==> config.mk <==
export PLATFORM = sky130hd
export DESIGN_NAME = bank_readout_mux
export DESIGN_NICKNAME = d
export VERILOG_FILES = /design/src/sample_pkg.sv /design/src/capture_pkg.sv /design/src/bank_readout_mux.sv
export VERILOG_INCLUDE_DIRS = /design/src
export SDC_FILE = /design/constraint.sdc
export NUM_CORES = 1
export LEC_CHECK = 0
export ABC_AREA = 0
export BUFFER_PORTS_ARGS = -buffer_cell sky130_fd_sc_hd__buf_2
export CORE_AREA = 2 2 100 102
export DETAILED_ROUTE_END_ITERATION = 10
export DIE_AREA = 0 0 102 104
export PLACE_DENSITY_LB_ADDON = 0.1
export SLEW_MARGIN = 10
export SYNTH_ARGS = -nofsm -noshare
export SYNTH_HDL_FRONTEND = slang
export SYNTH_SLANG_ARGS = --single-unit
==> constraint.sdc <==
create_clock -name clk -period 2.65 [get_ports clk]
set_input_delay 0.3975 -clock clk [delete_from_list [all_inputs] [get_ports clk]]
set_output_delay 0.3975 -clock clk [all_outputs]
set_load 0.005 [all_outputs]
==> src/buffer_params.svh <==
// sizing macros for the multi-bank sample capture buffer
// include wherever a width or depth is needed
`ifndef BUFFER_PARAMS_SVH
`define BUFFER_PARAMS_SVH

// bits per sample and samples per beat
`define SAMPLE_WIDTH 16
`define PARALLEL_SAMPLES 2
`define BEAT_WIDTH (`SAMPLE_WIDTH * `PARALLEL_SAMPLES)

// beats per bank and number of banks
`define BANK_DEPTH 64
`define N_BANKS 4

// RAM address, beat count 0..BANK_DEPTH
`define ADDR_WIDTH $clog2(`BANK_DEPTH)
`define COUNT_WIDTH $clog2(`BANK_DEPTH + 1)

// bank index 0..N_BANKS-1, bank count 1..N_BANKS
`define BANK_IDX_WIDTH $clog2(`N_BANKS)
`define BANK_CNT_WIDTH $clog2(`N_BANKS + 1)

`endif

==> src/sample_pkg.sv <==
// data path types shared by the banks, the readout mux and the top level
`include "buffer_params.svh"

package sample_pkg;

  typedef logic [`SAMPLE_WIDTH-1:0] sample_t;

  // count header, beat count in the low bits
  typedef struct packed {
    logic [`BEAT_WIDTH-`COUNT_WIDTH-1:0] pad;
    logic [`COUNT_WIDTH-1:0]             count;
  } header_t;

  // a readout word is either samples or a header
  typedef union packed {
    sample_t [`PARALLEL_SAMPLES-1:0] samples;
    header_t                         header;
  } sample_word_t;

  // one stream beat, valid and ready travel beside it
  typedef struct packed {
    sample_word_t data;
    logic         last;
  } stream_beat_t;

endpackage

==> src/capture_pkg.sv <==
// control and status types between the config block, the banks and the mux
`include "buffer_params.svh"

package capture_pkg;

  typedef struct packed {
    logic                        arm;        // one-cycle clear of the banks
    logic                        capturing;
    logic                        reading;
    logic [`BANK_CNT_WIDTH-1:0]  active_banks;
  } capture_ctrl_t;

  // per bank
  typedef struct packed {
    logic full;
    logic done;  // last readout word sent
  } bank_status_t;

endpackage

==> src/bank_readout_mux.sv <==
// steers capture writes from bank to bank, then merges the bank readouts
// into a single output stream with one last
`include "buffer_params.svh"

module bank_readout_mux import sample_pkg::*, capture_pkg::*; (
  input  logic                clk,
  input  logic                reset,
  input  capture_ctrl_t       ctrl,
  input  logic                in_valid,
  input  stream_beat_t        in_beat,
  output logic                in_ready,
  input  bank_status_t        status [`N_BANKS],
  output logic [`N_BANKS-1:0] write_en,
  output sample_word_t        write_beat,
  input  logic [`N_BANKS-1:0] read_valid,
  input  sample_word_t        read_word [`N_BANKS],
  output logic [`N_BANKS-1:0] read_ready,
  output logic                out_valid,
  output stream_beat_t        out_beat,
  input  logic                out_ready,
  output logic                last_bank_full,
  output logic                readout_done
);

  logic [`BANK_IDX_WIDTH-1:0] wr_idx;
  logic [`BANK_IDX_WIDTH-1:0] rd_idx;
  logic [`BANK_IDX_WIDTH-1:0] last_idx;
  logic [`BANK_CNT_WIDTH-1:0] active_m1;
  logic                       hdr_pending;  // next word of rd_idx is its header
  logic [`COUNT_WIDTH-1:0]    remaining;
  sample_word_t               sel_word;
  logic                       final_word;
  logic                       xfer;

  assign active_m1      = ctrl.active_banks - 1'b1;
  assign last_idx       = active_m1[`BANK_IDX_WIDTH-1:0];
  assign last_bank_full = status[last_idx].full;

  // capture side, stall while the selected bank is full
  assign in_ready   = ctrl.capturing && !status[wr_idx].full;
  assign write_beat = in_beat.data;

  always_comb begin
    for (int i = 0; i < `N_BANKS; i++) begin
      write_en[i]   = in_valid && in_ready && (wr_idx == i);
      read_ready[i] = ctrl.reading && out_ready && (rd_idx == i);
    end
  end

  always_ff @(posedge clk) begin
    if (reset || ctrl.arm) begin
      wr_idx <= '0;
    end else if (ctrl.capturing && status[wr_idx].full && (wr_idx != last_idx)) begin
      wr_idx <= wr_idx + 1'b1;
    end
  end

  // readout side
  assign sel_word  = read_word[rd_idx];
  assign out_valid = ctrl.reading && read_valid[rd_idx];
  assign xfer      = out_valid && out_ready;

  // an empty bank ends on its header
  assign final_word = hdr_pending ? (sel_word.header.count == '0) : (remaining == 1);

  always_comb begin
    out_beat.data = sel_word;
    out_beat.last = final_word && (rd_idx == last_idx);
  end

  assign readout_done = xfer && out_beat.last;

  always_ff @(posedge clk) begin
    if (reset) begin
      rd_idx      <= '0;
      hdr_pending <= 1'b1;
      remaining   <= '0;
    end else if (!ctrl.reading) begin
      rd_idx      <= '0;
      hdr_pending <= 1'b1;
    end else if (status[rd_idx].done && (rd_idx != last_idx)) begin
      rd_idx      <= rd_idx + 1'b1;
      hdr_pending <= 1'b1;
    end else if (xfer) begin
      if (hdr_pending) begin
        hdr_pending <= 1'b0;
        remaining   <= sel_word.header.count;
      end else begin
        remaining <= remaining - 1'b1;
      end
    end
  end

endmodule

==> impl_metrics.py <==
metrics = {
    "pwr": {
        "leakage_uw": 0.00140,
        "power.density_nw_per_um2": 261,
        "ir_worst_vdd_uv": 168,
    },
    "synth": {
        "ys_ff_latch": 12,
        "synthArstFlopShare_pct": 0,
        "yosysMostFrequentCell": "mux4_2",
        "synth.largest_area_cell": "mux4_2",
        "synth_common_cells": "33 x mux4_2, 32 x buf_4, 12 x dfxtp_1, 10 x ha_1",
        "yosysSeqAreaShare_pct": 11.8,
        "synthTopCellsByArea": "mux4_2 37%, dfxtp_1 12%, buf_4 12%",
        "synth_flop_cell": "dfxtp_1",
        "synthCells": 186,
        "synth.cell_area_um2": 2030,
        "yosysWarnings": 0,
        "synth.distinct_cells": 41,
        "synth_top_area_share_pct": 36.6,
        "avgSynthCellArea_um2": 10.9,
        "synth_edf_count": 0,
        "syn_nets": 379,
    },
    "worst_setup_path": {
        "path_cells": "mux4_2 -> nor4_2 -> nand3_1 -> a211oi_2 -> buf_2",
        "end_kind": "primary output",
        "critical_path_required_ns": 2.25,
        "path_max_fanout": 9,
        "critPathArrivalTime_ns": 2.14,
        "path_buf_inv": 1,
        "reg2reg_depth": 6,
        "critPathKind": "flip-flop to primary output",
        "path_depth": 5,
        "crit_family": "multiplexers",
        "max_stage_delay_ns": 0.58,
        "worst_path_max_delay_cell": "mux4_2",
        "start_kind": "flip-flop",
    },
    "flow_run": {
        "cap_viol_max_count": 0,
    },
    "floorplanning": {
        "num_rows": 36,
        "core_region_area_um2": 9550,
        "die_w_um": 102,
        "dieArea_um2": 10600,
        "initial_core_util_pct": 21.3,
        "dieHeight_um": 104,
        "io_pins": 260,
    },
    "place": {
        "gp_congestion": 0.743,
        "io_buffers": 193,
        "dp_hpwl_mm": 7.29,
        "place_area_um2": 2910,
    },
    "global_routing": {
        "grt_max_degree": 20,
        "gr-total-overflow": 0,
        "grt_pass1_wl_mm": 12.3,
        "grt_pass1_vias": 2269,
        "gr-usage-all-layers_pct": 15.1,
        "antenna_found_initial": 0,
    },
    "routing": {
        "dr_total_vias": 2158,
        "wl_mm": 8.10,
        "viasPerCell": 4.51,
        "drc_errors": 0,
        "dr.pass1.iters": 4,
        "wire_per_inst_um": 16.9,
        "drtIter0Drc": 44,
        "ant_nets": 0,
    },
    "timing": {
        "layout_min_cycle_time_ns": 2.54,
        "rsz0062_at_grt": "false",
        "hold_viol": 0,
        "drv_slew": 0,
        "setup_viol": 0,
        "slew_headroom_pct": 58.9,
        "max_freq_mhz": 394,
        "period_share_pct": 95.9,
        "fin_skew_ns": 0.00115,
        "worst_slew_pin_slew_ns": 0.612,
        "final.setup.tns_ns": 0,
    },
    "clock_tree": {
        "cts-resized-gates": 2,
        "post_cts_buffers": 0,
        "cts_htree_levels": 1,
        "clock-root-buffer": "clkbuf_8",
        "cts_buffers": 3,
        "cts_sinks": 12,
        "clkLatencyLatePin_ns": 0.24,
        "cts-hold-fix-buffers": 0,
        "clockBufferDepth": 2,
        "clk_pin_slew_ns": 0.06,
        "cts_tree": "built",
    },
    "hold_path": {
        "min_path_type": "primary input to flip-flop",
        "holdPathStages": 2,
    },
    "cells_and_area": {
        "finish.instance_area_um2": 2960,
        "synthToLayoutAreaGrowth_pct": 45.7,
        "drive_above_1_share_pct": 72.0,
        "diodes": 0,
        "fin_nets": 540,
    },
    "run_status": {
        "status": "completed",
    },
}
[path summary, 6_finish.rpt]
kind | from | to | slack [ns]
worst max register to register | rd_idx[0] | remaining[2] | 0.32
worst min-delay path | ctrl[5] | wr_idx[0] | 0.33
worst min register to register | remaining[6] | remaining[6] | 0.48
worst max-delay path | rd_idx[0] | readout_done | 0.11
[metrics by stage]
| stage | utilization [%] | power [uW] | setup slack, ns | hold WS, ns | cells |
|---|---|---|---|---|---|
| CTS | 31.0 | 790 | 0.0705 | 0.324 | 479 |
| detailed placement | 30.4 | 579 | 0.193 | 0.477 | 475 |
| finish | 31.0 | 774 | 0.109 | 0.330 | 479 |
| floorplan | - | 427 | 0.532 | 0.449 | 186 |
| global route | 31.0 | 828 | 0.0114 | 0.331 | 479 |
| global placement | 30.4 | 579 | 0.148 | 0.464 | 475 |
[per-layer routing]
metal | share of wire, % | GRT usage [%]
met1 | 37 | 16.5
met3 | 8.1 | 4.57
met5 | 0 | 0
met4 | 0.47 | 2.10
met2 | 54 | 28.5
[cell type report]
type	count	area [um2]
flip-flops and latches	12	245
repair buffers	200	1020
inverters	9	33.8
clock buffers	4	55.1
well taps	133	166
multi-input cells	121	1440
fillers	1057	6590
[logic make-up after synthesis]
| kind of cell | synth area share (%) |
|---|---|
| flip-flops | 11.8 |
| adder cells (fa/ha/maj) | 6.16 |
| AO/OA/AOI/OAI | 9.74 |
| multiplexers | 42.1 |
| AND/OR/NAND/NOR | 11.3 |
| XOR/XNOR | 1.73 |
| buffers and inverters | 17.1 |
[sequential cells by signal (all words and copies together), names as in the netlist]
signal / flops
rd_idx: 2
remaining: 7
wr_idx: 2
hdr_pending: 1
[power by group]
part	internal (uW)	switching [uW]
Combinational	224	147
Sequential	187	11.4
Clock	131	72.8
[cell usage in the layout (no fill, tap or decap), types with 2 or more instances in the layout]
cell | netlist | final
nor3_1 | 5 | 5
and2_1 | 2 | 2
buf_2 | 4 | 193
nor2b_1 | 2 | 2
clkbuf_8 | 0 | 4
nor3b_1 | 2 | 2
dfxtp_1 | 12 | 10
nand2_1 | 4 | 4
mux2i_1 | 2 | 2
a31o_2 | 2 | 2
nand3_1 | 4 | 4
buf_4 | 32 | 7
a21oi_1 | 9 | 9
ha_1 | 10 | 10
xnor2_1 | 4 | 4
and3_1 | 9 | 9
o21ai_0 | 4 | 4
inv_1 | 9 | 9
mux4_1 | 3 | 2
nor2_1 | 8 | 8
mux4_2 | 33 | 34
No activity file was read; power rests on OpenSTA's default activity.
