### config.mk
export PLATFORM = sky130hd
export DESIGN_NAME = sample_buffer_bank
export DESIGN_NICKNAME = d
export VERILOG_FILES = /design/src/sample_pkg.sv /design/src/capture_pkg.sv /design/src/sample_buffer_bank.sv
export VERILOG_INCLUDE_DIRS = /design/src
export SDC_FILE = /design/constraint.sdc
export NUM_CORES = 2
export LEC_CHECK = 0
export ABC_AREA = 1
export ABC_CLOCK_PERIOD_IN_PS = 3950
export CAP_MARGIN = 30
export CORE_ASPECT_RATIO = 0.8
export CORE_MARGIN = 5
export CORE_UTILIZATION = 35
export DETAILED_ROUTE_END_ITERATION = 16
export DONT_BUFFER_PORTS = 1
export GPL_TIMING_DRIVEN = 0
export PLACE_DENSITY = 0.6
export RECOVER_POWER = 100
export SLEW_MARGIN = 20
export SYNTH_ARGS = -nofsm -noshare
export SYNTH_HDL_FRONTEND = slang
export SYNTH_SLANG_ARGS = --single-unit
### constraint.sdc
create_clock -name clk -period 3.95 [get_ports clk]
set_input_delay 0.395 -clock clk [delete_from_list [all_inputs] [get_ports clk]]
set_output_delay 0.395 -clock clk [all_outputs]
set_load 0.01 [all_outputs]
### src/buffer_params.svh
// sizing macros for the multi-bank sample capture buffer
// include wherever a width or depth is needed
`ifndef BUFFER_PARAMS_SVH
`define BUFFER_PARAMS_SVH

// bits per sample and samples per beat
`define SAMPLE_WIDTH 16
`define PARALLEL_SAMPLES 2
`define BEAT_WIDTH (`SAMPLE_WIDTH * `PARALLEL_SAMPLES)

// beats per bank and number of banks
`define BANK_DEPTH 64
`define N_BANKS 4

// RAM address, beat count 0..BANK_DEPTH
`define ADDR_WIDTH $clog2(`BANK_DEPTH)
`define COUNT_WIDTH $clog2(`BANK_DEPTH + 1)

// bank index 0..N_BANKS-1, bank count 1..N_BANKS
`define BANK_IDX_WIDTH $clog2(`N_BANKS)
`define BANK_CNT_WIDTH $clog2(`N_BANKS + 1)

`endif

### src/sample_pkg.sv
// data path types shared by the banks, the readout mux and the top level
`include "buffer_params.svh"

package sample_pkg;

  typedef logic [`SAMPLE_WIDTH-1:0] sample_t;

  // count header, beat count in the low bits
  typedef struct packed {
    logic [`BEAT_WIDTH-`COUNT_WIDTH-1:0] pad;
    logic [`COUNT_WIDTH-1:0]             count;
  } header_t;

  // a readout word is either samples or a header
  typedef union packed {
    sample_t [`PARALLEL_SAMPLES-1:0] samples;
    header_t                         header;
  } sample_word_t;

  // one stream beat, valid and ready travel beside it
  typedef struct packed {
    sample_word_t data;
    logic         last;
  } stream_beat_t;

endpackage

### src/capture_pkg.sv
// control and status types between the config block, the banks and the mux
`include "buffer_params.svh"

package capture_pkg;

  typedef struct packed {
    logic                        arm;        // one-cycle clear of the banks
    logic                        capturing;
    logic                        reading;
    logic [`BANK_CNT_WIDTH-1:0]  active_banks;
  } capture_ctrl_t;

  // per bank
  typedef struct packed {
    logic full;
    logic done;  // last readout word sent
  } bank_status_t;

endpackage

### src/sample_buffer_bank.sv
// one capture bank: stores beats in a RAM while selected, then reads out
// a count header followed by the stored beats
`include "buffer_params.svh"

module sample_buffer_bank import sample_pkg::*, capture_pkg::*; (
  input  logic          clk,
  input  logic          reset,
  input  capture_ctrl_t ctrl,
  input  logic          write_en,
  input  sample_word_t  write_beat,
  output bank_status_t  status,
  output logic          read_valid,
  output sample_word_t  read_word,
  input  logic          read_ready
);

  sample_word_t mem [`BANK_DEPTH];

  logic [`COUNT_WIDTH-1:0] count;
  logic [`COUNT_WIDTH-1:0] rd_addr;   // data words issued to the RAM
  logic                    hdr_sent;
  logic                    mem_v;     // RAM output register holds a word
  logic                    done;
  sample_word_t            mem_q;
  sample_word_t            hdr_word;

  logic accept;
  logic out_free;
  logic load_hdr;
  logic mem_to_out;
  logic issue;
  logic final_xfer;

  assign accept = write_en && (count != `BANK_DEPTH);

  // header view of the readout word
  always_comb begin
    hdr_word = '0;
    hdr_word.header.count = count;
  end

  // output register is empty or drains on this edge
  assign out_free   = !read_valid || read_ready;
  assign load_hdr   = ctrl.reading && !hdr_sent && out_free;
  assign mem_to_out = hdr_sent && mem_v && out_free;

  // prefetch next beat while the RAM output register is free
  assign issue = ctrl.reading && (rd_addr != count) && (!mem_v || mem_to_out);

  // nothing left behind the word that transfers now
  assign final_xfer = read_valid && read_ready && hdr_sent && !mem_v &&
                      (rd_addr == count);

  // RAM with one-cycle registered read
  always_ff @(posedge clk) begin
    if (accept) begin
      mem[count[`ADDR_WIDTH-1:0]] <= write_beat;
    end
    if (issue) begin
      mem_q <= mem[rd_addr[`ADDR_WIDTH-1:0]];
    end
  end

  // output data register
  always_ff @(posedge clk) begin
    if (load_hdr) begin
      read_word <= hdr_word;
    end else if (mem_to_out) begin
      read_word <= mem_q;
    end
  end

  always_ff @(posedge clk) begin
    if (reset || ctrl.arm) begin
      count      <= '0;
      rd_addr    <= '0;
      hdr_sent   <= 1'b0;
      mem_v      <= 1'b0;
      read_valid <= 1'b0;
      done       <= 1'b0;
    end else begin
      if (accept) begin
        count <= count + 1'b1;
      end
      if (load_hdr) begin
        hdr_sent <= 1'b1;
      end
      if (issue) begin
        rd_addr <= rd_addr + 1'b1;
        mem_v   <= 1'b1;
      end else if (mem_to_out) begin
        mem_v <= 1'b0;
      end
      if (load_hdr || mem_to_out) begin
        read_valid <= 1'b1;
      end else if (read_ready) begin
        read_valid <= 1'b0;
      end
      if (final_xfer) begin
        done <= 1'b1;
      end
    end
  end

  assign status.full = (count == `BANK_DEPTH);
  assign status.done = done;

endmodule

==> results.json <==
{
  "grt_overflow": 0,
  "io_buffers": 0,
  "syn_avg_cell_area_sq_um": 10.6,
  "status": "finished, violations left",
  "clk_pin_slew_worst_paths_ns": 0.06,
  "totalWireLength_um": 310000,
  "hold_path.class": "input pin to flip-flop",
  "reg2reg_to": "mem_q[10]",
  "layout.nets": 8861,
  "fmax_mhz": 246,
  "crit_path_start_kind": "flip-flop",
  "initialDrtViolationCount": 10500,
  "drive_gt1_share_pct": 7.43,
  "critical-path-max-stage-delay_ns": 0.99,
  "setup_violations": 32,
  "pin_count": 77,
  "period_share_pct": 103,
  "cts_max_level": 4,
  "drc": 0,
  "cts_tree": "done",
  "synth_edf_count": 2087,
  "die_h_um": 462,
  "p_comb_share_pct": 4.7,
  "vias": 63800,
  "timing.final.crit_period_ns": 4.06,
  "synth-seq-cells": 2130,
  "drv_cap": 33,
  "critPathRequiredTime_ns": 4.66,
  "ant_nets": 0,
  "grt_max_degree": 65,
  "synth_cell_types": 25,
  "synth_area_sq_um": 89500,
  "yosysWarnings": 0,
  "cts_sinks": 2130,
  "worstSetupPathType": "flip-flop to flip-flop",
  "min_path_cells": 5,
  "grt_usage_pct": 22.7,
  "cts_root_buf": "clkbuf_16",
  "syn_inst": 8454,
  "p_sw_share_pct": 22.6,
  "die_w_um": 575,
  "worst_slack_ns": -0.110,
  "hold_start": "read_ready",
  "r2r-start": "rd_addr[2]",
  "hold_viol_final": 0,
  "ir_drop_uv": 461,
  "tns_ns": -1.86,
  "tightest_slew_ns": 4.20,
  "utilization_pct": 40.2,
  "place_ws_ns": 0.223,
  "hold_path_end": "read_word[31]",
  "p_leak_uw": 0.0405,
  "cts_buffers": 204,
  "crit_chain": "buf_2, nand2_1, inv_1, clkbuf_1, clkbuf_2, nand2_1, nand2_1, nor2_1, nand2_1, nand3_1, nand2_1",
  "final_cell_mix": "2749 x nand2_1, 2087 x edfxtp_1, 1025 x inv_1",
  "grt_pass1_vias": 59000,
  "clk_path_buf_depth": 3,
  "reg2reg_depth": 11,
  "synthArstFlopShare_pct": 0,
  "fp-row-count": 166,
  "coreArea_sq_um": 255000,
  "clockPowerShare_pct": 41.8,
  "crit_buf_inv": 4,
  "p_int_uw": 36100,
  "drt_pass1_iterations": 6,
  "worstPathMaxFanout": 10,
  "violations": "capacitance limit, slew limit, setup timing",
  "switchingPower_uw": 10500,
  "path_common_cell": "nand2_1",
  "grt_pass1_wl_um": 431000,
  "fin_skew_ns": 0.0451,
  "power_density_nw_per_um2": 455,
  "syn_to_final_growth_pct": 14.6,
  "clock_latency_ns": 0.87,
  "arrival_ns": 4.77,
  "final_max_slew_viol_count": 2095,
  "rsz0062_at_grt": "false",
  "start_util_pct": 35.1,
  "place_congestion": 1.02,
  "highest_layer": "met5",
  "routedWlPerCell_um": 25.1,
  "avgViaCountPerCell": 5.16,
  "synth_flop_cell": "edfxtp_1",
  "cpMaxStageDelayCell": "clkbuf_1",
  "wl_met2_um": 123000,
  "post_cts_resized": 0,
  "seqPwrFrac_pct": 53.5,
  "crit_family": "buffers and inverters",
  "layout_commonest_cell": "nand2_1",
  "drt-met1-wl_um": 127000,
  "end_kind": "flip-flop",
  "dp_hpwl_um": 212000,
  "antenna_found_initial": 28,
  "dieArea_sq_um": 266000,
  "synth_nets": 8499,
  "holdWs_ns": 0.0862,
  "wl_met3_um": 47400,
  "ys_seq_area_share_pct": 71.0,
  "reg2reg_setup_slack_ns": -0.11,
  "slew_headroom_pct": -180
}
sequential cells by signal, indices dropped and copies added (netlist names):
register	flops
rd_addr	7
read_valid	1
done	1
mem	2048
hdr_sent	1
read_word	32
count	7
mem_q	32
mem_v	1
power by group through the flow:
stage          logic [uW]  clock network, uW  registers [uW]
6_report             2200              19500           25000
5_1_grt              2320              20600           25000
4_1_cts              2240              19600           24900
3_5_place_dp         1570                  0           25400
3_3_place_gp         1530                  0           25400
2_1_floorplan         873                  0           25400
how the worst max path moves through the flow:
stage,start,to,slack (ns),depth (start not counted)
CTS,count[4],mem[28][22],0.21,9
detailed placement,count[4],mem[28][27],0.22,9
floorplan,count[1],mem[11][0],0.77,9
finish,rd_addr[2],mem_q[10],-0.11,11
global placement,count[1],mem[26][21],-2.07,9
global route,count[1],mem[44][12],0.04,10
tightest hold or removal path, cell delays in order:
cell and delay [ns]:
inv_1 0.03, nand2_1 0.07, nand3_1 0.22, nand3_1 0.12, o21ai_0 0.07
metal layers:
metal,GRT usage [%],up-vias
met4,7.96,18
met1,33.1,30900
li1,-,28400
met5,0,-
met2,31.1,3866
met3,8.15,507
logic make-up after synthesis:
logic type | after synthesis | synth area share, %
compound gates | 381 | 2.15
xor+xnor | 8 | 0.0783
fa+ha+maj | 3 | 0.0420
buf+inv | 1474 | 6.49
flops | 2130 | 71.0
simple gates | 4458 | 20.2
synthesized netlist by cell type, types with 3 or more instances:
library cell  number  area, sq um
clkinv_1           4         15.0
o211ai_1           6         45.0
o21ai_0          284         1420
inv_1           1026         3850
buf_2            180          901
nand4_1           11         68.8
buf_1             60          225
o21ai_1           21          105
dfxtp_1           43          861
xor2_1             8         70.1
nor2_1           670         2510
buf_4              6         45.0
clkbuf_1         190          713
and3_1             8         50.1
nor3_1             5         25.0
buf_6              4         45.0
inv_2              4         15.0
nand2_1         2748        10300
or2_2             28          175
a21oi_1           70          350
edfxtp_1        2087        62700
nand3_1          985         4930
ha_1               3         37.5
area by class of cell:
type                       count  area [sq um]
antenna                        4          10.0
buffer                       440          1930
clock buffer                 266          5550
clock inverter               116           996
fill                       24300        153000
inverter                    1034          3880
multi-input combinational   4850         20300
sequential                  2130         63500
tap                         3360          4200
timing repair buffer         156          2070
through the flow:
step	area [sq um]	cells	total power (uW)
after global placement	93700	11800	26900
after global routing	102000	12400	47900
final	103000	12400	46700
after floorplan	89500	8454	26300
after detailed placement	96100	11900	27000
after CTS	104000	12300	46800
repair_timing:
action / CTS / global route
hold endpoints to repair: 2065 / 0
hold buffers: 70 / 0
setup buffers: 0 / 0
(Power assumes the default switching activity.)
