**config.mk**
```make
export PLATFORM = sky130hd
export DESIGN_NAME = buffer_config_regs
export DESIGN_NICKNAME = d
export VERILOG_FILES = /design/src/capture_pkg.sv /design/src/buffer_config_regs.sv
export VERILOG_INCLUDE_DIRS = /design/src
export SDC_FILE = /design/constraint.sdc
export NUM_CORES = 1
export LEC_CHECK = 0
export BUFFER_PORTS_ARGS = -buffer_cell sky130_fd_sc_hd__buf_2
export CORE_AREA = 2 2 39 41
export CTS_BUF_LIST = sky130_fd_sc_hd__clkbuf_16
export CTS_CLUSTER_SIZE = 30
export DETAILED_ROUTE_END_ITERATION = 7
export DIE_AREA = 0 0 41 43
export MAX_ROUTING_LAYER = met4
export PLACE_DENSITY = 0.57
export SYNTH_ARGS = -nofsm -noshare
export SYNTH_HDL_FRONTEND = slang
export SYNTH_SLANG_ARGS = --single-unit
```
**constraint.sdc**
```tcl
create_clock -name clk -period 1.6 [get_ports clk]
set_clock_uncertainty 0.05 [all_clocks]
set_input_delay 0.32 -clock clk [delete_from_list [all_inputs] [get_ports clk]]
set_output_delay 0.32 -clock clk [all_outputs]
set_load 0.02 [all_outputs]
```
**src/buffer_params.svh**
```systemverilog
// sizing macros for the multi-bank sample capture buffer
// include wherever a width or depth is needed
`ifndef BUFFER_PARAMS_SVH
`define BUFFER_PARAMS_SVH

// bits per sample and samples per beat
`define SAMPLE_WIDTH 16
`define PARALLEL_SAMPLES 2
`define BEAT_WIDTH (`SAMPLE_WIDTH * `PARALLEL_SAMPLES)

// beats per bank and number of banks
`define BANK_DEPTH 64
`define N_BANKS 4

// RAM address, beat count 0..BANK_DEPTH
`define ADDR_WIDTH $clog2(`BANK_DEPTH)
`define COUNT_WIDTH $clog2(`BANK_DEPTH + 1)

// bank index 0..N_BANKS-1, bank count 1..N_BANKS
`define BANK_IDX_WIDTH $clog2(`N_BANKS)
`define BANK_CNT_WIDTH $clog2(`N_BANKS + 1)

`endif

```
**src/capture_pkg.sv**
```systemverilog
// control and status types between the config block, the banks and the mux
`include "buffer_params.svh"

package capture_pkg;

  typedef struct packed {
    logic                        arm;        // one-cycle clear of the banks
    logic                        capturing;
    logic                        reading;
    logic [`BANK_CNT_WIDTH-1:0]  active_banks;
  } capture_ctrl_t;

  // per bank
  typedef struct packed {
    logic full;
    logic done;  // last readout word sent
  } bank_status_t;

endpackage

```
**src/buffer_config_regs.sv**
```systemverilog
// configuration registers and phase sequencing of the capture buffer
// turns start/stop pulses into arm, capture and readout levels
`include "buffer_params.svh"

module buffer_config_regs import capture_pkg::*; (
  input  logic                       clk,
  input  logic                       reset,
  input  logic                       start,
  input  logic                       stop,
  input  logic                       cfg_write,
  input  logic [`BANK_CNT_WIDTH-1:0] cfg_active_banks,
  input  logic                       last_bank_full,
  input  logic                       readout_done,
  output capture_ctrl_t              ctrl,
  output logic                       full
);

  localparam logic [`BANK_CNT_WIDTH-1:0] MAX_BANKS = `N_BANKS;
  localparam logic [`BANK_CNT_WIDTH-1:0] ONE_BANK = 1;

  typedef enum logic [1:0] {
    PH_IDLE,
    PH_CAPTURE,
    PH_READOUT
  } phase_t;

  phase_t                     phase;
  logic [`BANK_CNT_WIDTH-1:0] cfg_clamped;

  // keep the bank count in 1..N_BANKS
  always_comb begin
    if (cfg_active_banks == '0) begin
      cfg_clamped = ONE_BANK;
    end else if (cfg_active_banks > MAX_BANKS) begin
      cfg_clamped = MAX_BANKS;
    end else begin
      cfg_clamped = cfg_active_banks;
    end
  end

  always_ff @(posedge clk) begin
    if (reset) begin
      phase             <= PH_IDLE;
      ctrl.arm          <= 1'b0;
      ctrl.capturing    <= 1'b0;
      ctrl.reading      <= 1'b0;
      ctrl.active_banks <= MAX_BANKS;
      full              <= 1'b0;
    end else begin
      ctrl.arm <= 1'b0;
      case (phase)
        PH_IDLE: begin
          if (cfg_write) begin
            ctrl.active_banks <= cfg_clamped;
          end
          if (start) begin
            ctrl.arm <= 1'b1;
            full     <= 1'b0;
            phase    <= PH_CAPTURE;
          end
        end
        PH_CAPTURE: begin
          // bank status is stale until arm has cleared the banks
          if (stop || (ctrl.capturing && last_bank_full)) begin
            ctrl.capturing <= 1'b0;
            ctrl.reading   <= 1'b1;
            full           <= ctrl.capturing && last_bank_full;
            phase          <= PH_READOUT;
          end else if (ctrl.arm) begin
            ctrl.capturing <= 1'b1;
          end
        end
        PH_READOUT: begin
          if (readout_done) begin
            ctrl.reading <= 1'b0;
            phase        <= PH_IDLE;
          end
        end
        default: begin
          phase <= PH_IDLE;
        end
      endcase
    end
  end

endmodule

```
==> metrics.yaml, run 1 <==
syn_area_um2: 362
rsz0062_at_grt: "false"
slew_violations: 0
p_seq_share_pct: 33.4
ant_nets: 0
grt_pass1_wl_mm: 1.11
io_buffers: 16
r2r_end: "ctrl[2]$_SDFFE_PP1P_"
combPwrFrac_pct: 9.0
yosysWarnings: 0
crit_path_end: "ctrl[2]$_SDFFE_PP1P_"
place_hpwl_um: 574
slew_headroom_pct: 78.5
antenna_found_initial: 0
power_switching_w: 0.000147
clock_path_buffers: 2
cap_violations: 0
avgSynthCellArea_um2: 9.27
crit_fanout: 7
drive_gt1_share_pct: 34.5
row_count: 14
r2r_slack_ns: 0.39
max_stage_delay_ns: 0.36
grt_start_max_net_pins: 10
cp-start-kind: "register"
crit_type: "register to register"
setup_tns_ns: 0
max_freq_mhz: 825
wl_um: 760
post_cts_hold_buffer_count: 0
finalCritPeriodShare_pct: 75.8
grt_overflow: 0
cts_resized: 0
final_util_pct: 38.8
power_report.internal_total_w: 0.000594
cts.htree.levels: 1
die_h_um: 43
period_needed_ns: 1.21
post_cts_buffers: 0
synthDistinctLibCells: 17
rr_worst_depth: 3
cp-end-kind: "register"
dp.cells: 70
cp.arrival_ns: 1.28
first_pass_iters: 3
final_cells: 74
hold_slack_ns: 0.264
track_usage_pct: 10.3
finalSetupViolCount: 0
clock_sinks: 9
dieWidth_um: 41
clkTransAtPathRegs_ns: 0.04
drc: 0
diodes: 0
grt_pass1_vias: 281
status: "completed"
finalHoldViolations: 0
die_area_um2: 1760
cts_root_buf: "clkbuf_16"
syn_inst: 39
fill_cells: 147
worstSkewPairLatency_ns: 0.23
numCtsBuffers: 3
num_io_pins: 17
r2r-start: "phase[0]$_SDFFE_PP0P_"
syn2layout_area_growth_pct: 48.4
worstSetupStartpoint: "phase[0]$_SDFFE_PP0P_"
coreArea_um2: 1380
routabilityCongestion: 0.679
start_util_pct: 26.1
p_per_area_nw_per_um2: 1380
clkPwrFrac_pct: 57.6
ir_drop_mv: 0.631
timing.final.ws_setup_ns: 0.387
netSwitchingFraction_pct: 19.8
ys_ff_latch: 9
hold_path.class: "primary input to register"
cts_tree: "done"
final_cell_mix: "buf_2, dfxtp_1, a21oi_1"
layout_commonest_cell: "buf_2"
tightest_slew_ns: 0.321
routedWlPerCell_um: 10.3
syn_nets: 49
dr_total_vias: 333
drtIter0Drc: 9
vias_per_cell: 4.50
path_cells: "nor3b_2 > nor2b_1 > a211o_1"
post-place-ws_ns: 0.386
required_ns: 1.67
p_leak_nw: 0.235
slowest_stage: "dfxtp_1"
layout.nets: 69
ys_seq_area_share_pct: 49.8
[state kept, by name, indices dropped and copies added (netlist names)]
register / flops
full: 1
phase: 2
ctrl: 6
[cells by family (layout without fill, tap and decap cells)]
group / Yosys count / in the layout / synth area share (%)
buf+inv: 3 / 22 / 3.11
simple gates: 16 / 16 / 28.4
compound gates: 11 / 11 / 18.7
flops: 9 / 9 / 49.8
[worst min path at each step]
stage	slack (ns)	to	depth (start not counted)	from
2_1_floorplan	0.39	ctrl[2]$_SDFFE_PP1P_	1	cfg_active_banks[2]
3_3_place_gp	0.41	ctrl[1]$_SDFFE_PP0P_	2	ctrl[1]$_SDFFE_PP0P_
3_5_place_dp	0.41	ctrl[0]$_SDFFE_PP0P_	2	ctrl[0]$_SDFFE_PP0P_
4_1_cts	0.27	ctrl[2]$_SDFFE_PP1P_	2	cfg_active_banks[2]
5_1_grt	0.28	ctrl[2]$_SDFFE_PP1P_	2	cfg_active_banks[2]
6_report	0.26	ctrl[2]$_SDFFE_PP1P_	2	cfg_active_banks[2]
[Yosys cell counts]
library cell  number  area share (%)
dfxtp_1            9              50
a21oi_1            7             9.7
nand2b_1           5             8.7
inv_1              2             2.1
nand2_1            2             2.1
nand3b_1           2             4.2
nor2b_1            2             3.5
a211o_1            1             2.4
a211oi_1           1             2.1
a32oi_1            1             2.4
buf_1              1             1.0
nand3_1            1             1.4
nor3_1             1             1.4
nor3b_1            1             2.1
nor3b_2            1             3.5
o31ai_1            1             2.1
or3_1              1             1.7
[stage by stage]
stage / area (um2) / power, W
2_1_floorplan: 362 / 0.000292
3_3_place_gp: 458 / 0.000319
3_5_place_dp: 458 / 0.000319
4_1_cts: 537 / 0.000753
5_1_grt: 537 / 0.000776
6_report: 537 / 0.000741
[worst max-delay path: cells and delay by family, from the launching register on]
kind,cells,cell delay [ns]
AND/OR/NAND/NOR,2,0.43
AO/OA/AOI/OAI,1,0.26
flip-flops,1,0.36
[power groups by stage]
stage	logic (W)	clock network, W	registers (W)
floorplan	0.0000310	0	0.000261
global placement	0.0000673	0	0.000251
detailed placement	0.0000676	0	0.000251
CTS	0.0000679	0.000437	0.000248
global route	0.0000742	0.000452	0.000250
finish	0.0000668	0.000427	0.000248
[layout make-up]
class | count | area (um2) | area share [%]
Inverter | 2 | 7.51 | 1.40
Clock inverter | 1 | 3.75 | 0.699
Multi-Input combinational cell | 27 | 170 | 31.7
Timing Repair Buffer | 16 | 80.1 | 14.9
Sequential cell | 9 | 180 | 33.6
Tap cell | 16 | 20.0 | 3.73
Clock buffer | 3 | 75.1 | 14.0
[routing by layer]
metal  part of all wire, %  vias up  track usage (%)
li1                      -      175                -
met1                    48      143             12.1
met2                    42       13             12.2
met3                   9.1        2             4.71
met4                   1.4        0             10.0
met5                     0        -                -
(Power assumes the default switching activity.)
==> inputs of run 2 (changes only) <==
--- a/config.mk
+++ b/config.mk
@@ -13,7 +13,7 @@
 export DETAILED_ROUTE_END_ITERATION = 7
 export DIE_AREA = 0 0 41 43
 export MAX_ROUTING_LAYER = met4
-export PLACE_DENSITY = 0.57
+export PLACE_DENSITY = 0.59
 export SYNTH_ARGS = -nofsm -noshare
 export SYNTH_HDL_FRONTEND = slang
 export SYNTH_SLANG_ARGS = --single-unit
==> constraint.sdc (replaced) <==
create_clock -name clk -period 1.1 [get_ports clk]
set_clock_uncertainty 0.05 [all_clocks]
set_input_delay 0.22 -clock clk [delete_from_list [all_inputs] [get_ports clk]]
set_output_delay 0.22 -clock clk [all_outputs]
set_load 0.02 [all_outputs]
==> run 2 against run 1 <==
Effect of this change: sequential share of layout area shrank 2.8 points; via count grew 8.4%; sequential power grew 45%; first-iteration DRC count shrank 11%; largest power group unchanged.
==> metrics.yaml, run 2 (same netlist as run 1, synthesis figures left out) <==
status: "completed"
worstSkewPairLatency_ns: 0.23  # about the same
top_regs: "ctrl x6, phase x2, full x1"
layout_commonest_cell: "buf_2"
ir_drop_mv: 1.09  # +73%
post_cts_hold_buffer_count: 0  # unchanged
clkPwrFrac_pct: 55.8  # -1.8 points
power_report.internal_total_w: 0.000888  # +49%
clock_path_buffers: 2  # unchanged
slew_violations: 0  # unchanged
coreArea_um2: 1380  # unchanged
crit_type: "register to register"
top_register: "ctrl"
final_cell_mix: "buf_2, dfxtp_1, a21oi_1"
wl_um: 822  # +8.2%
io_buffers: 16  # unchanged
die_area_um2: 1760  # unchanged
finalCritPeriodShare_pct: 97.9  # +22 points
clkTransAtPathRegs_ns: 0.04  # about the same
place_hpwl_um: 594  # +3.4%
first_pass_iters: 4  # +1
netSwitchingFraction_pct: 19.9  # +0.11 points
cts.htree.levels: 1  # unchanged
p_leak_nw: 0.265  # +13%
place_area_um2: 482  # +5.2%
dp.cells: 73  # +4.3%
die_h_um: 43  # unchanged
clock_sinks: 9  # unchanged
p_seq_share_pct: 32.5  # -0.9 points
row_count: 14  # unchanged
max_stage_delay_ns: 0.36  # about the same
start_util_pct: 26.1  # unchanged
cts_root_buf: "clkbuf_16"
cap_violations: 0  # unchanged
rsz0062_at_grt: "true"
busiest_layer: "met1"
required_ns: 1.21  # -0.46 ns
grt_start_max_net_pins: 10  # unchanged
routedWlPerCell_um: 10.4  # +1.3%
slowest_stage: "or3_1"
cp.arrival_ns: 1.18  # -0.10 ns
layout.nets: 74  # +7.2%
dieWidth_um: 41  # unchanged
stdcell_area_um2: 594  # +11%
routabilityCongestion: 0.684  # +0.77%
diodes: 0  # unchanged
ant_nets: 0  # unchanged
path_cells: "buf_4 > or3_1 > a21oi_1"
grt_use_met2_pct: 12.8  # +0.62 points
vias_per_cell: 4.57  # +1.5%
track_usage_pct: 11.7  # +1.4 points
slew_headroom_pct: 86.4  # +8.0 points
drc: 0  # unchanged
numCtsBuffers: 3  # unchanged
cts_tree: "done"
p_per_area_nw_per_um2: 1870  # +35%
finalHoldViolations: 0  # unchanged
use_met3_pct: 6.28  # +1.6 points
hold_slack_ns: 0.188  # -0.0762 ns
drive_gt1_share_pct: 46.0  # +12 points
syn2layout_area_growth_pct: 64.4
largest_reg_flops: 6  # unchanged
grt_overflow: 0  # unchanged
grt_pass1_wl_mm: 1.23  # +11%
num_io_pins: 17  # unchanged
finalSetupViolCount: 0  # unchanged
crit_fanout: 4  # -3
fill_cells: 142  # -3.4%
dr_total_vias: 361  # +8.4%
antenna_found_initial: 0  # unchanged
tightest_slew_ns: 0.202  # -0.120 ns
final_cells: 79  # +6.8%
p_total_w: 0.00111  # +50%
cp-start-kind: "register"
combPwrFrac_pct: 11.7  # +2.7 points
hold_path.class: "primary input to register"
power_switching_w: 0.000221  # +50%
period_needed_ns: 1.08  # -0.136 ns
use_met1_pct: 14.7  # +2.7 points
cp-end-kind: "register"
grt_pass1_vias: 286  # +1.8%
drtIter0Drc: 8  # -1
max_freq_mhz: 929  # +13%
## run 2: changes by cell type in the layout (fill, tap and decap cells not counted), sizes merged
cell,previous run,this run
buf,16,21
## run 2: power by group through the flow
stage / Combinational (W) / Sequential (W) / Clock, W
2_1_floorplan: 0.0000450 / 0.000380 / 0
5_1_grt: 0.000141 / 0.000363 / 0.000645
3_3_place_gp: 0.000112 / 0.000362 / 0
3_5_place_dp: 0.000112 / 0.000363 / 0
4_1_cts: 0.000126 / 0.000361 / 0.000633
6_report: 0.000130 / 0.000360 / 0.000618
## run 2: per-stage QoR
stage	setup TNS [ns]	util, %	setup slack, ns
after floorplan	0	-	0.00589
after global placement	-0.0528	34.8	-0.0282
after detailed placement	-0.0831	34.8	-0.0791
after CTS	0	42.3	0.0112
after global routing	-0.00106	42.9	-0.00106
final	0	42.9	0.0235
## run 2: repair_timing
| action | 4_1_cts | 5_1_grt |
|---|---|---|
| setup buffers | 2 | 0 |
| gates resized for setup | 3 | 2 |
| endpoints found under the setup margin | 2 | 4 |
| pin swaps | 1 | 4 |
## run 2: final timing paths
path / from / to / slack, ns / cells after the start
worst max-delay path: phase[0]$_SDFFE_PP0P_ / phase[1]$_SDFFE_PP0P_ / 0.02 / 3
worst min-delay path: cfg_active_banks[2] / ctrl[2]$_SDFFE_PP1P_ / 0.19 / 2
worst max register to register: phase[0]$_SDFFE_PP0P_ / phase[1]$_SDFFE_PP0P_ / 0.02 / 3
worst min register to register: ctrl[0]$_SDFFE_PP0P_ / ctrl[0]$_SDFFE_PP0P_ / 0.41 / 2
## run 2: metal layers
metal | vias up | share of wire [%]
met4 | 0 | 2.7
met2 | 11 | 45
met3 | 2 | 5.7
li1 | 188 | -
met1 | 160 | 46
met5 | - | 0
## run 2: critical path: cells and delay by family, from the launching register on
family / cells / cell delay [ns]
compound gates: 1 / 0.13
simple gates: 1 / 0.36
buf+inv: 1 / 0.13
flops: 1 / 0.34
## run 2: cell type report
| class | count | area, um2 | area share, % |
|---|---|---|---|
| Sequential cell | 9 | 183 | 30.7 |
| Clock buffer | 3 | 75.1 | 12.6 |
| Tap cell | 16 | 20.0 | 3.37 |
| Clock inverter | 1 | 3.75 | 0.632 |
| Multi-Input combinational cell | 27 | 188 | 31.6 |
| Inverter | 2 | 7.51 | 1.26 |
| Timing Repair Buffer | 21 | 118 | 19.8 |
